`config.mk`:
```
export PLATFORM = sky130hd
export DESIGN_NAME = checkpoint_unit_top
export DESIGN_NICKNAME = d
export VERILOG_FILES = /design/src/verilog/rob_pkg.sv /design/src/verilog/ckpt_pkg.sv /design/src/verilog/group_header_table.sv /design/src/verilog/checkpoint_freer.sv /design/src/verilog/checkpoint_free_list.sv /design/src/verilog/checkpoint_ctrl.sv /design/src/verilog/checkpoint_unit_top.sv
export VERILOG_INCLUDE_DIRS = /design/src
export SDC_FILE = /design/constraint.sdc
export NUM_CORES = 1
export LEC_CHECK = 0
export BUFFER_PORTS_ARGS = -buffer_cell sky130_fd_sc_hd__buf_2
export CAP_MARGIN = 25
export CORE_ASPECT_RATIO = 0.6
export CORE_UTILIZATION = 35
export CTS_CLUSTER_DIAMETER = 50
export DETAILED_ROUTE_END_ITERATION = 10
export SLEW_MARGIN = 0
export SYNTH_ARGS = -nofsm -noshare
export SYNTH_HDL_FRONTEND = slang
export SYNTH_SLANG_ARGS = --single-unit
```
`constraint.sdc`:
```
create_clock -name clk -period 3.4 [get_ports clk]
set_input_delay 0.34 -clock clk [delete_from_list [all_inputs] [get_ports clk]]
set_output_delay 0.34 -clock clk [all_outputs]
set_load 0.02 [all_outputs]
```
`src/ckpt_cfg.svh`:
```
`ifndef CKPT_CFG_SVH
`define CKPT_CFG_SVH

// ==================================================
// Checkpoint subsystem sizing
// ==================================================

// Number of reorder-buffer groups tracked by a header each
`define GROUPS 16

// Width of a group index, log2 of the group count
`define GNDX_W 4

// Number of register-map checkpoints in the pool
`define CHKPTS 16

// Width of a checkpoint index, log2 of the checkpoint count
// The free counter is one bit wider so that a full pool fits
`define CNDX_W 4

`endif

```
`src/verilog/rob_pkg.sv`:
```
`default_nettype none

`include "ckpt_cfg.svh"

// ==================================================
// Reorder-buffer group types
// ==================================================

package rob_pkg;

	// Index of one group header in the reorder buffer
	typedef logic [`GNDX_W-1:0] group_ndx_t;

	// One group header, eight bits in all
	// v is set while the group sits in the reorder buffer
	// done is set once every instruction of the group has completed
	// has_branch tells that the group owns a checkpoint
	// chkpt_freed is set once that checkpoint went back to the pool
	// The checkpoint index is kept as a plain vector so that this
	// package stands on its own without the pool types
	typedef struct packed {
		logic v;
		logic done;
		logic has_branch;
		logic chkpt_freed;
		logic [`CNDX_W-1:0] cndx;
	} group_hdr_t;

endpackage

`default_nettype wire

```
`src/verilog/ckpt_pkg.sv`:
```
`default_nettype none

`include "ckpt_cfg.svh"

// ==================================================
// Checkpoint pool types
// ==================================================

package ckpt_pkg;

	// Index of one register-map checkpoint
	typedef logic [`CNDX_W-1:0] chkpt_ndx_t;

	// Group being dispatched and whether it holds a branch
	typedef struct packed {
		logic [`GNDX_W-1:0] gndx;
		logic has_branch;
	} disp_req_t;

	// Checkpoint to return and the group that owned it
	typedef struct packed {
		logic valid;
		chkpt_ndx_t chkpt;
		logic [`GNDX_W-1:0] gndx;
	} free_evt_t;

endpackage

`default_nettype wire

```
`src/verilog/group_header_table.sv`:
```
`timescale 1ns/10ps
`default_nettype none

`include "ckpt_cfg.svh"

// Register array holding one header per reorder-buffer group
module group_header_table
	import rob_pkg::*;
	import ckpt_pkg::*;
(
	input wire logic clk,
	input wire logic rst,
	// New group from dispatch
	input wire logic hdr_write,
	input wire disp_req_t disp_req,
	input wire chkpt_ndx_t hdr_cndx,
	// Group completion
	input wire logic done_valid,
	input wire group_ndx_t done_gndx,
	// Group leaves the reorder buffer
	input wire logic retire_valid,
	input wire group_ndx_t retire_gndx,
	// Checkpoint of a group went back to the pool
	input wire logic mark_freed,
	input wire group_ndx_t mark_gndx,
	// Every header, seen by the freer
	output group_hdr_t [`GROUPS-1:0] pgh
);

	// ==================================================
	// Header updates
	// ==================================================

	// Several strobes may hit the same group in one cycle
	// The later statements win, so a fresh dispatch overrides any
	// leftover update aimed at the previous occupant of that slot
	always_ff @(posedge clk) begin
		if (rst) begin
			// Only the flag bits are cleared, the checkpoint index is
			// meaningless until has_branch is set again
			for (int g = 0; g < `GROUPS; g++) begin
				pgh[g].v <= 1'b0;
				pgh[g].done <= 1'b0;
				pgh[g].has_branch <= 1'b0;
				pgh[g].chkpt_freed <= 1'b0;
			end
		end else begin
			// Retire drops the group but keeps has_branch, so a group
			// that never finished still gets its checkpoint back
			if (retire_valid) begin
				pgh[retire_gndx].v <= 1'b0;
			end
			if (done_valid) begin
				pgh[done_gndx].done <= 1'b1;
			end
			if (mark_freed) begin
				pgh[mark_gndx].chkpt_freed <= 1'b1;
			end
			// New header, valid and not yet freed
			if (hdr_write) begin
				pgh[disp_req.gndx].v <= 1'b1;
				pgh[disp_req.gndx].done <= 1'b0;
				pgh[disp_req.gndx].has_branch <= disp_req.has_branch;
				pgh[disp_req.gndx].chkpt_freed <= 1'b0;
				pgh[disp_req.gndx].cndx <= hdr_cndx;
			end
		end
	end

	// ==================================================
	// Checks
	// ==================================================

	// Completion may only be reported for a group that is in flight
	a_done_needs_valid: assert property (@(posedge clk) disable iff (rst)
		done_valid |-> pgh[done_gndx].v)
	else $error("group %0d marked done while invalid", done_gndx);

endmodule

`default_nettype wire

```
`src/verilog/checkpoint_freer.sv`:
```
`timescale 1ns/10ps
`default_nettype none

`include "ckpt_cfg.svh"

// Finds groups whose checkpoint can be returned and reports one per cycle
module checkpoint_freer
	import rob_pkg::*;
	import ckpt_pkg::*;
(
	input wire logic clk,
	input wire logic rst,
	input wire group_hdr_t [`GROUPS-1:0] pgh,
	output free_evt_t free_evt
);

	logic [`GROUPS-1:0] qual;
	free_evt_t next_evt;

	// A group may give back its checkpoint once all its branches have
	// resolved, which is the case when it is done or already gone
	// The freed flag keeps the same checkpoint from returning twice
	function automatic logic can_free(group_hdr_t h);
		return !h.chkpt_freed && (h.done || !h.v) && h.has_branch;
	endfunction

	// ==================================================
	// Candidate search
	// ==================================================

	always_comb begin
		for (int g = 0; g < `GROUPS; g++) begin
			qual[g] = can_free(pgh[g]);
		end
		// The group reported last cycle still shows as not freed,
		// its mark lands on the same edge that loads the next event
		if (free_evt.valid) begin
			qual[free_evt.gndx] = 1'b0;
		end
	end

	// Highest qualifying index wins
	// Walking upward lets the last hit overwrite the earlier ones
	always_comb begin
		next_evt = '0;
		for (int g = 0; g < `GROUPS; g++) begin
			if (qual[g]) begin
				next_evt.valid = 1'b1;
				next_evt.chkpt = pgh[g].cndx;
				next_evt.gndx = group_ndx_t'(g);
			end
		end
	end

	// Registered event, the payload has no reset value
	always_ff @(posedge clk) begin
		if (rst) begin
			free_evt.valid <= 1'b0;
		end else begin
			free_evt <= next_evt;
		end
	end

	// ==================================================
	// Checks
	// ==================================================

	// Back to back events never name the same group
	a_no_repeat: assert property (@(posedge clk) disable iff (rst)
		free_evt.valid && $past(free_evt.valid) |->
			free_evt.gndx != $past(free_evt.gndx))
	else $error("group %0d reported twice in a row", free_evt.gndx);

endmodule

`default_nettype wire

```
`src/verilog/checkpoint_free_list.sv`:
```
`timescale 1ns/10ps
`default_nettype none

`include "ckpt_cfg.svh"

// Pool of register-map checkpoints kept as a bitmap, one bit per free entry
module checkpoint_free_list
	import ckpt_pkg::*;
(
	input wire logic clk,
	input wire logic rst,
	// Take the index offered on alloc_chkpt
	input wire logic alloc_take,
	output chkpt_ndx_t alloc_chkpt,
	// Give an index back
	input wire logic release_valid,
	input wire chkpt_ndx_t release_chkpt,
	output logic [`CNDX_W:0] free_count
);

	// Counter value with every checkpoint in the pool
	localparam logic [`CNDX_W:0] ALL_FREE = `CHKPTS;

	logic [`CHKPTS-1:0] free_map;

	// ==================================================
	// Allocation
	// ==================================================

	// Lowest free index, found by walking down so the smallest hit is
	// the last one written
	// With an empty pool the value is zero and must not be taken
	always_comb begin
		alloc_chkpt = '0;
		for (int c = `CHKPTS - 1; c >= 0; c--) begin
			if (free_map[c]) begin
				alloc_chkpt = chkpt_ndx_t'(c);
			end
		end
	end

	// Taken and released indexes differ in one cycle, since a release
	// always names an entry that is out of the pool
	always_ff @(posedge clk) begin
		if (rst) begin
			free_map <= '1;
		end else begin
			if (alloc_take) begin
				free_map[alloc_chkpt] <= 1'b0;
			end
			if (release_valid) begin
				free_map[release_chkpt] <= 1'b1;
			end
		end
	end

	// Counter moves only when exactly one of the two strobes is up
	always_ff @(posedge clk) begin
		if (rst) begin
			free_count <= ALL_FREE;
		end else if (alloc_take && !release_valid) begin
			free_count <= free_count - 1'b1;
		end else if (release_valid && !alloc_take) begin
			free_count <= free_count + 1'b1;
		end
	end

	// ==================================================
	// Checks
	// ==================================================

	// A checkpoint still in the pool is never handed back again
	a_no_double_release: assert property (@(posedge clk) disable iff (rst)
		release_valid |-> !free_map[release_chkpt])
	else $error("checkpoint %0d released while free", release_chkpt);

	// The counter tracks the bitmap across every update
	a_count_matches: assert property (@(posedge clk) disable iff (rst)
		int'(free_count) == $countones(free_map))
	else $error("free_count %0d disagrees with the bitmap", free_count);

endmodule

`default_nettype wire

```
`src/verilog/checkpoint_ctrl.sv`:
```
`timescale 1ns/10ps
`default_nettype none

`include "ckpt_cfg.svh"

// Dispatch acceptance, checkpoint allocation and free routing
module checkpoint_ctrl
	import rob_pkg::*;
	import ckpt_pkg::*;
(
	input wire logic clk,
	input wire logic rst,
	input wire logic disp_valid,
	input wire disp_req_t disp_req,
	output logic disp_ready,
	input wire logic [`CNDX_W:0] free_count,
	output logic alloc_take,
	output logic hdr_write,
	output chkpt_ndx_t hdr_cndx,
	input wire chkpt_ndx_t alloc_chkpt,
	input wire free_evt_t free_in,
	output logic mark_freed,
	output group_ndx_t mark_gndx,
	output logic release_valid,
	output chkpt_ndx_t release_chkpt
);

	logic accept;
	// Groups that currently own a checkpoint, per the dispatches seen here
	logic [`GROUPS-1:0] branch_owned;

	// ==================================================
	// Dispatch side
	// ==================================================

	// Only a branch group needs a checkpoint, so only it can stall
	assign disp_ready = !(disp_req.has_branch && (free_count == '0));
	assign accept = disp_valid && disp_ready;

	// Header and bitmap both update at the edge ending the accept cycle
	assign hdr_write = accept;
	assign alloc_take = accept && disp_req.has_branch;
	// A group without a branch carries no meaningful index
	assign hdr_cndx = disp_req.has_branch ? alloc_chkpt : '0;

	// ==================================================
	// Free side
	// ==================================================

	// The freer's event is already registered, so the mark and the
	// release both take effect on the edge right after it
	assign mark_freed = free_in.valid;
	assign mark_gndx = free_in.gndx;
	assign release_valid = free_in.valid;
	assign release_chkpt = free_in.chkpt;

	// Ownership follows dispatch and release, a new dispatch of the same
	// group overrides a release in the same cycle
	always_ff @(posedge clk) begin
		if (rst) begin
			branch_owned <= '0;
		end else begin
			if (release_valid) begin
				branch_owned[free_in.gndx] <= 1'b0;
			end
			if (accept) begin
				branch_owned[disp_req.gndx] <= disp_req.has_branch;
			end
		end
	end

	// An empty pool never hands out a checkpoint
	a_no_alloc_empty: assert property (@(posedge clk) disable iff (rst)
		alloc_take |-> free_count != '0)
	else $error("allocation with an empty pool");

	// A release always belongs to a group dispatched with a branch
	a_release_owned: assert property (@(posedge clk) disable iff (rst)
		release_valid |-> branch_owned[free_in.gndx])
	else $error("release for group %0d without a branch", free_in.gndx);

endmodule

`default_nettype wire

```
`src/verilog/checkpoint_unit_top.sv`:
```
`timescale 1ns/10ps
`default_nettype none

`include "ckpt_cfg.svh"

// Checkpoint management subsystem, control with its three datapath blocks
module checkpoint_unit_top
	import rob_pkg::*;
	import ckpt_pkg::*;
(
	input wire logic clk,
	input wire logic rst,
	input wire logic disp_valid,
	input wire disp_req_t disp_req,
	output logic disp_ready,
	input wire logic done_valid,
	input wire group_ndx_t done_gndx,
	input wire logic retire_valid,
	input wire group_ndx_t retire_gndx,
	output chkpt_ndx_t alloc_chkpt,
	output free_evt_t free_evt,
	output logic [`CNDX_W:0] free_count
);

	// ==================================================
	// Internal nets
	// ==================================================

	group_hdr_t [`GROUPS-1:0] pgh;
	logic alloc_take;
	logic hdr_write;
	chkpt_ndx_t hdr_cndx;
	logic mark_freed;
	group_ndx_t mark_gndx;
	logic release_valid;
	chkpt_ndx_t release_chkpt;

	// Decides acceptance and routes the free events
	checkpoint_ctrl u_ctrl (
		.clk(clk),
		.rst(rst),
		.disp_valid(disp_valid),
		.disp_req(disp_req),
		.disp_ready(disp_ready),
		.free_count(free_count),
		.alloc_take(alloc_take),
		.hdr_write(hdr_write),
		.hdr_cndx(hdr_cndx),
		.alloc_chkpt(alloc_chkpt),
		.free_in(free_evt),
		.mark_freed(mark_freed),
		.mark_gndx(mark_gndx),
		.release_valid(release_valid),
		.release_chkpt(release_chkpt)
	);

	// Group headers of the reorder buffer
	group_header_table u_hdr (
		.clk(clk),
		.rst(rst),
		.hdr_write(hdr_write),
		.disp_req(disp_req),
		.hdr_cndx(hdr_cndx),
		.done_valid(done_valid),
		.done_gndx(done_gndx),
		.retire_valid(retire_valid),
		.retire_gndx(retire_gndx),
		.mark_freed(mark_freed),
		.mark_gndx(mark_gndx),
		.pgh(pgh)
	);

	// Scans the headers for checkpoints ready to return
	checkpoint_freer u_freer (
		.clk(clk),
		.rst(rst),
		.pgh(pgh),
		.free_evt(free_evt)
	);

	// Checkpoint pool
	checkpoint_free_list u_pool (
		.clk(clk),
		.rst(rst),
		.alloc_take(alloc_take),
		.alloc_chkpt(alloc_chkpt),
		.release_valid(release_valid),
		.release_chkpt(release_chkpt),
		.free_count(free_count)
	);

endmodule

`default_nettype wire

```
==> results of run 1 <==
## per-stage QoR
step | std cells | total power (µW) | utilization [%] | cell area [µm²] | hold slack (ps)
after floorplan | 800 | 2300 | - | 7360 | 428
after global placement | 1098 | 2440 | 38.9 | 7910 | 442
after detailed placement | 1098 | 2440 | 38.9 | 7910 | 446
after CTS | 1130 | 4470 | 42.0 | 8540 | 259
after global routing | 1131 | 4590 | 42.1 | 8550 | 308
final | 1131 | 4480 | 42.1 | 8550 | 266
## layout by cell type (no fill, tap or decap), types with 18 or more instances in the layout
cell type / instances
nor3_1: 49
buf_2: 37
nand3_1: 27
inv_1: 27
nor2b_1: 19
o21ai_0: 25
buf_4: 18
nor2_1: 116
a21oi_1: 80
nand2_1: 82
dfxtp_1: 86
edfxtp_1: 72
## area by class of cell
type                            instances  share of cell area, %
Sequential cell                       158                   45.4
Multi-Input combinational cell        583                   37.9
Clock buffer                           18                   5.14
Inverter                               29                   1.27
Tap cell                              273                   4.00
Clock inverter                         14                   2.23
Timing Repair Buffer                   56                   3.98
## final timing paths
kind | endpoint | cells after the start
hold / removal | u_hdr.pgh[86]$_SDFF_PP0_ | 3
setup reg to reg | u_pool.free_count[4]$_SDFFE_PP1P_ | 14
setup / recovery | u_pool.free_count[4]$_SDFFE_PP1P_ | 14
hold reg to reg | u_hdr.pgh[117]$_SDFFE_PP0P_ | 2
## power by group
part	total [µW]	leakage, µW	internal [µW]	switching [µW]
logic	353	0.00134	104	249
clock network	2070	0.000308	1250	820
registers	2050	0.00136	2010	43.1
## synth_stat cells (all sizes together) (4+ instances only)
library cell,n
a221oi,4
o21bai,4
o21ai,31
inv,29
nor4,12
o2111ai,6
dfxtp,86
nor2b,19
nand3,27
or3,7
clkbuf,24
a31oi,9
and2,6
a21oi,80
buf,6
o31ai,13
o211ai,5
ha,4
nand3b,7
nor2,117
a221o,6
or2,6
nor3,49
a211oi,7
edfxtp,72
nand2,82
and3,12
nand2b,17
## metal layers
metal	GRT usage, %	share of wire [%]
met1	39.7	50
met2	27.1	34
met3	9.99	15
met4	6.72	1.2
met5	0	0
## critical path, delay by kind of cell (launching register included)
family / cells / cell delay [ps]
and+or+nand+nor: 6 / 1340
adders and majority gates: 2 / 450
AOI/OAI and AO/OA: 2 / 360
DFF: 1 / 340
buffers and inverters: 3 / 260
xor gates and xnor gates: 1 / 90
## state kept, by name, summed over array words and instances (netlist names)
name	flops
u_freer.free_evt	9
u_hdr.pgh	128
u_pool.free_count	5
u_pool.free_map	16
## kinds of logic (layout without fill, tap and decap cells)
family,count (synthesis),count (layout)
AOI/OAI and AO/OA,196,196
xor gates and xnor gates,4,4
adders and majority gates,5,5
buffers and inverters,59,117
DFF,158,158
and+or+nand+nor,378,378
==> results.yml, run 1 <==
setup_path:
  path_cells: "nor4b_1, nand3_1, and2_1, nand2_1, inv_2, ha_1, inv_1, fa_1, inv_1, a21o_1, a21oi_1, xnor2_1, or3_1, nand3_1"
  end_kind: "flop"
  slowest_delay_ps: 340
  crit_start: "u_pool.free_count[2]$_SDFFE_PP0P_"
  slowest_stage: "dfxtp_1"
  path_class: "reg -> reg"
  r2r_setup_slack_ps: 480
  r2r-start: "u_pool.free_count[2]$_SDFFE_PP0P_"
  critPathRequiredTime_ps: 3760
  startpoint_type: "flop"
  cp_max_fo: 7
  critical_path_arrival_ps: 3280
synthesis:
  synth_area_um2: 7360
  synth_nets: 823
  synth_top_family_by_area: "simple AND/OR/NAND/NOR gates"
  synth-simple-area-share_pct: 24.7
  synth_top_flop_cell: "dfxtp_1"
  synth_area_leaders: "edfxtp_1 29%, dfxtp_1 23%, nor2_1 5.9%"
  yosys.area.top_type: "edfxtp_1"
  yosysUniqueCellTypes: 67
  synth.mux.area_fraction_pct: 0
  synth-xor-area-share_pct: 0.476
  netlist.area_leader.share_pct: 29.4
  yosys_warnings: 0
  synth-compound-area-share_pct: 17.8
  yosysSeqAreaShare_pct: 52.7
  syn_avg_cell_area_um2: 9.20
  synthAdderAreaFrac_pct: 0.952
  synthArstFlopShare_pct: 0
  ys_ff_latch: 158
  synth-edff-count: 72
  netlist_instances: 800
clocking:
  cts-buffers-inserted: 17
  ctsResizeCount: 0
  cts.sink_count: 158
  clk_pin_slew_ps: 70
  cts_hold_buf: 0
  cts_tree: "done"
  clock_path_buffers: 2
  cts_max_level: 4
  cts_setup_buffers: 0
  worstSkewPairLatency_ps: 440
  clockRootBuffer: "clkbuf_16"
run_status:
  outcome: "finished clean"
drt:
  vias: 6549
  postRouteWirelength_um: 25700
  routedWlPerCell_um: 22.7
  drtIter0Drc: 898
  firstDrtPassIters: 5
  ant_nets: 0
  viasPerCell: 5.79
  drc: 0
timing:
  layout_setup_ws_ps: 484
  max-slew-margin-rel_pct: 28.8
  period_share_pct: 85.8
  finalHoldViolCount: 0
  setup_violations: 0
  worstMarginPinSlew_ps: 1060
  skew_ps: 11.4
  final.min_clock_period_ps: 2920
  fin_setup_tns_ps: 0
  rsz0062_at_grt: "no"
  drv_slew: 0
  max_freq_ghz: 0.343
flow_run:
  cap_violations: 0
global_route:
  grt_pass1_vias: 5931
  overflow: 0
  grt_max_degree: 75
  grt_usage_pct: 24.3
  grt_pass1_wl_um: 37900
  antenna_found_initial: 0
placed_design:
  dp_hpwl_um: 19300
  preCtsSetupSlack_ps: 489
  io_buffers: 36
  gpl.final_weighted_congestion: 0.887
final_layout:
  antennaDiodeCount: 0
  multiInputGateArea_um2: 3240
  area_growth_pct: 16.1
  drive_gt1_share_pct: 12.4
  n_fill_cell: 2017
  nets: 868
  regArea_um2: 3880
die:
  core_um2: 20300
  initial_core_util_pct: 36.2
  num_rows: 40
  fp.dieW_um: 189
  io_pins: 37
  die-area_um2: 21600
  fp.dieH_um: 114
worst_hold_path:
  holdCritPathClass: "in -> reg"
  holdCritStartpoint: "done_gndx[1]"
power_and_ir_drop:
  peakVddDrop_mv: 0.369
  total_leakage_power_uw: 0.00300
  cellPowerDensity_nw_per_um2: 524
(Power assumes the default switching activity.)
==> run 2, diff against run 1 <==
--- a/config.mk
+++ b/config.mk
@@ -6,12 +6,14 @@
 export SDC_FILE = /design/constraint.sdc
 export NUM_CORES = 1
 export LEC_CHECK = 0
+export ABC_AREA = 1
 export BUFFER_PORTS_ARGS = -buffer_cell sky130_fd_sc_hd__buf_2
 export CAP_MARGIN = 25
 export CORE_ASPECT_RATIO = 0.6
 export CORE_UTILIZATION = 35
 export CTS_CLUSTER_DIAMETER = 50
 export DETAILED_ROUTE_END_ITERATION = 10
+export REMOVE_ABC_BUFFERS = 1
 export SLEW_MARGIN = 0
 export SYNTH_ARGS = -nofsm -noshare
 export SYNTH_HDL_FRONTEND = slang
==> run 2 against run 1 <==
Compared with the run above:
- register-to-register slack lost 50 ps
- clock power shrank 11%
- maximum frequency shrank 1.8%
- utilization shrank 0.17 points
- non-clock buffer count shrank 5
- largest power group is now registers
- setup slack lost 54 ps
- sequential cell count is the same
- cell count grew 17%
- clock-buffer cell count shrank 1
- die area grew 1.4%
- sequential share of layout area shrank 0.15 points
- global-route usage shrank 2.1 points
==> results.yml, run 2 <==
final_layout:
  final_common_cell: "nor2_1"
  final_area_um2: 8570
  largestRegisters: "u_hdr.pgh: 128 flops, u_pool.free_map: 16 flops, u_freer.free_evt: 9 flops"
  top_register: "u_hdr.pgh"
  area_growth_pct: 14.8
  drive_gt1_share_pct: 10.0
  nets: 1055
  n_fill_cell: 2075
  antennaDiodeCount: 0
  largest_register_ffs: 128
  final_cell_mix: "218 x nor2_1, 216 x nand2_1, 124 x inv_1"
setup_path:
  critPathRequiredTime_ps: 3710
  slowest_delay_ps: 350
  path_cells: "inv_1, nand2_1, nor4_1, nand2_1, nand2_1, inv_2, nand2_1, inv_1, ha_1, ha_1, nand2_1, nor2_1, a211oi_1, o21ai_0, a21oi_1, inv_1, a21oi_1, o21ai_0"
  startpoint_type: "flop"
  path_class: "reg -> reg"
  slowest_stage: "ha_1"
  critical_path_arrival_ps: 3280
  end_kind: "flop"
  cp_max_fo: 7
  cp_common_cell: "nand2_1"
synthesis:
  synthTopCellsByCount: "218 x nor2_1, 216 x nand2_1, 124 x inv_1, 86 x dfxtp_1, 72 x edfxtp_1"
  synth_area_leaders: "edfxtp_1 29%, dfxtp_1 23%, nor2_1 11%"
  synth-edff-count: 72
  synthArstFlopShare_pct: 0
  yosysUniqueCellTypes: 41
  netlist.area_leader.share_pct: 28.9
  syn_avg_cell_area_um2: 7.60
  netlist_instances: 983
  synth_top_flop_cell: "dfxtp_1"
  ys_ff_latch: 158
  yosysMostFrequentCell: "nor2_1"
  yosysSeqAreaShare_pct: 52.0
  synth_area_um2: 7470
  yosys.area.top_type: "edfxtp_1"
  yosys_warnings: 0
drt:
  firstDrtPassIters: 7
  vias: 6707
  postRouteWirelength_um: 23200
  routedWlPerCell_um: 17.6
  ant_nets: 0
  viasPerCell: 5.09
  drc: 0
  drtIter0Drc: 879
clocking:
  cts_tree: "done"
  cts.sink_count: 158
  cts_max_level: 4
  cts-buffers-inserted: 17
  clk_pin_slew_ps: 70
  cts_setup_buffers: 0
  worstSkewPairLatency_ps: 430
  clock_path_buffers: 2
  cts_hold_buf: 0
  clockRootBuffer: "clkbuf_16"
  ctsResizeCount: 0
run_status:
  outcome: "finished clean"
die:
  fp.dieW_um: 191
  io_pins: 37
  core_um2: 20500
  fp.dieH_um: 115
  num_rows: 40
  die-area_um2: 22000
  initial_core_util_pct: 36.5
timing:
  skew_ps: 10.5
  hold_ws_ps: 262
  drv_slew: 0
  period_share_pct: 87.3
  max_freq_ghz: 0.337
  final.min_clock_period_ps: 2970
  fin_setup_tns_ps: 0
  layout_setup_ws_ps: 430
  setup_violations: 0
  rsz0062_at_grt: "no"
  worstMarginPinSlew_ps: 1030
  max-slew-margin-rel_pct: 30.8
  finalHoldViolCount: 0
flow_run:
  cap_violations: 0
placed_design:
  placed_area_um2: 8020
  io_buffers: 36
  gpl.final_weighted_congestion: 0.886
  preCtsSetupSlack_ps: 487
  dp_hpwl_um: 17700
power_and_ir_drop:
  peakVddDrop_mv: 0.375
  total_leakage_power_uw: 0.00352
  cellPowerDensity_nw_per_um2: 498
global_route:
  overflow: 0
  antenna_found_initial: 0
  grt_pass1_vias: 5902
  grt_usage_pct: 22.3
  grt_max_degree: 42
  grt_pass1_wl_um: 35700
worst_hold_path:
  holdCritPathClass: "in -> reg"
## run 2: logic make-up (layout without fill, tap and decap cells)
family | Yosys count | in the layout | share of synthesized area, %
compound gates | 148 | 148 | 11.0
xor+xnor | 2 | 2 | 0.235
fa+ha+maj | 5 | 5 | 0.938
buf+inv | 153 | 215 | 7.80
flops | 158 | 158 | 52.0
simple gates | 517 | 517 | 28.0
## run 2: report_power, final
part           internal [µW]  switching (µW)  total [µW]
sequential              2010            32.9        2040
clock                    961             885        1850
combinational            105             275         380
## run 2: area by class of cell
class	instances	area, µm²	share of cell area [%]
clock inverter	15	128	1.49
tap	273	342	3.98
clock buffer	17	425	4.96
timing repair buffer	51	293	3.41
multi-input combinational	672	3010	35.1
inverter	132	495	5.78
sequential	158	3880	45.3
## run 2: per-layer routing
layer	global-route usage, %	vias up	share of wire [%]
met5	0	-	0
met4	4.21	0	0.59
met3	5.04	12	9.9
met2	26.5	298	35
met1	38.2	3123	54
li1	-	3274	-
## run 2: per-stage QoR
| step | utilization (%) | power [µW] | std cells |
|---|---|---|---|
| finish | 41.9 | 4270 | 1318 |
| global route | 41.9 | 4410 | 1318 |
| CTS | 41.9 | 4280 | 1318 |
| detailed placement | 39.2 | 2460 | 1286 |
| global placement | 39.2 | 2450 | 1286 |
| floorplan | - | 2300 | 962 |
## run 2: final timing paths
check	slack [ps]	end	cells past startpoint	start
max reg2reg	430	u_pool.free_count[4]$_SDFFE_PP1P_	18	u_pool.free_count[0]$_SDFFE_PP0P_
min	260	u_hdr.pgh[6]$_SDFF_PP0_	3	done_valid
max	430	u_pool.free_count[4]$_SDFFE_PP1P_	18	u_pool.free_count[0]$_SDFFE_PP0P_
min reg2reg	460	u_hdr.pgh[102]$_SDFF_PP0_	2	u_hdr.pgh[102]$_SDFF_PP0_
## run 2: critical path, delay by kind of cell, from the launching register on
family	cells	cell delay [ps]
flops	1	330
simple gates	7	870
compound gates	5	720
fa+ha+maj	2	610
buf+inv	4	330
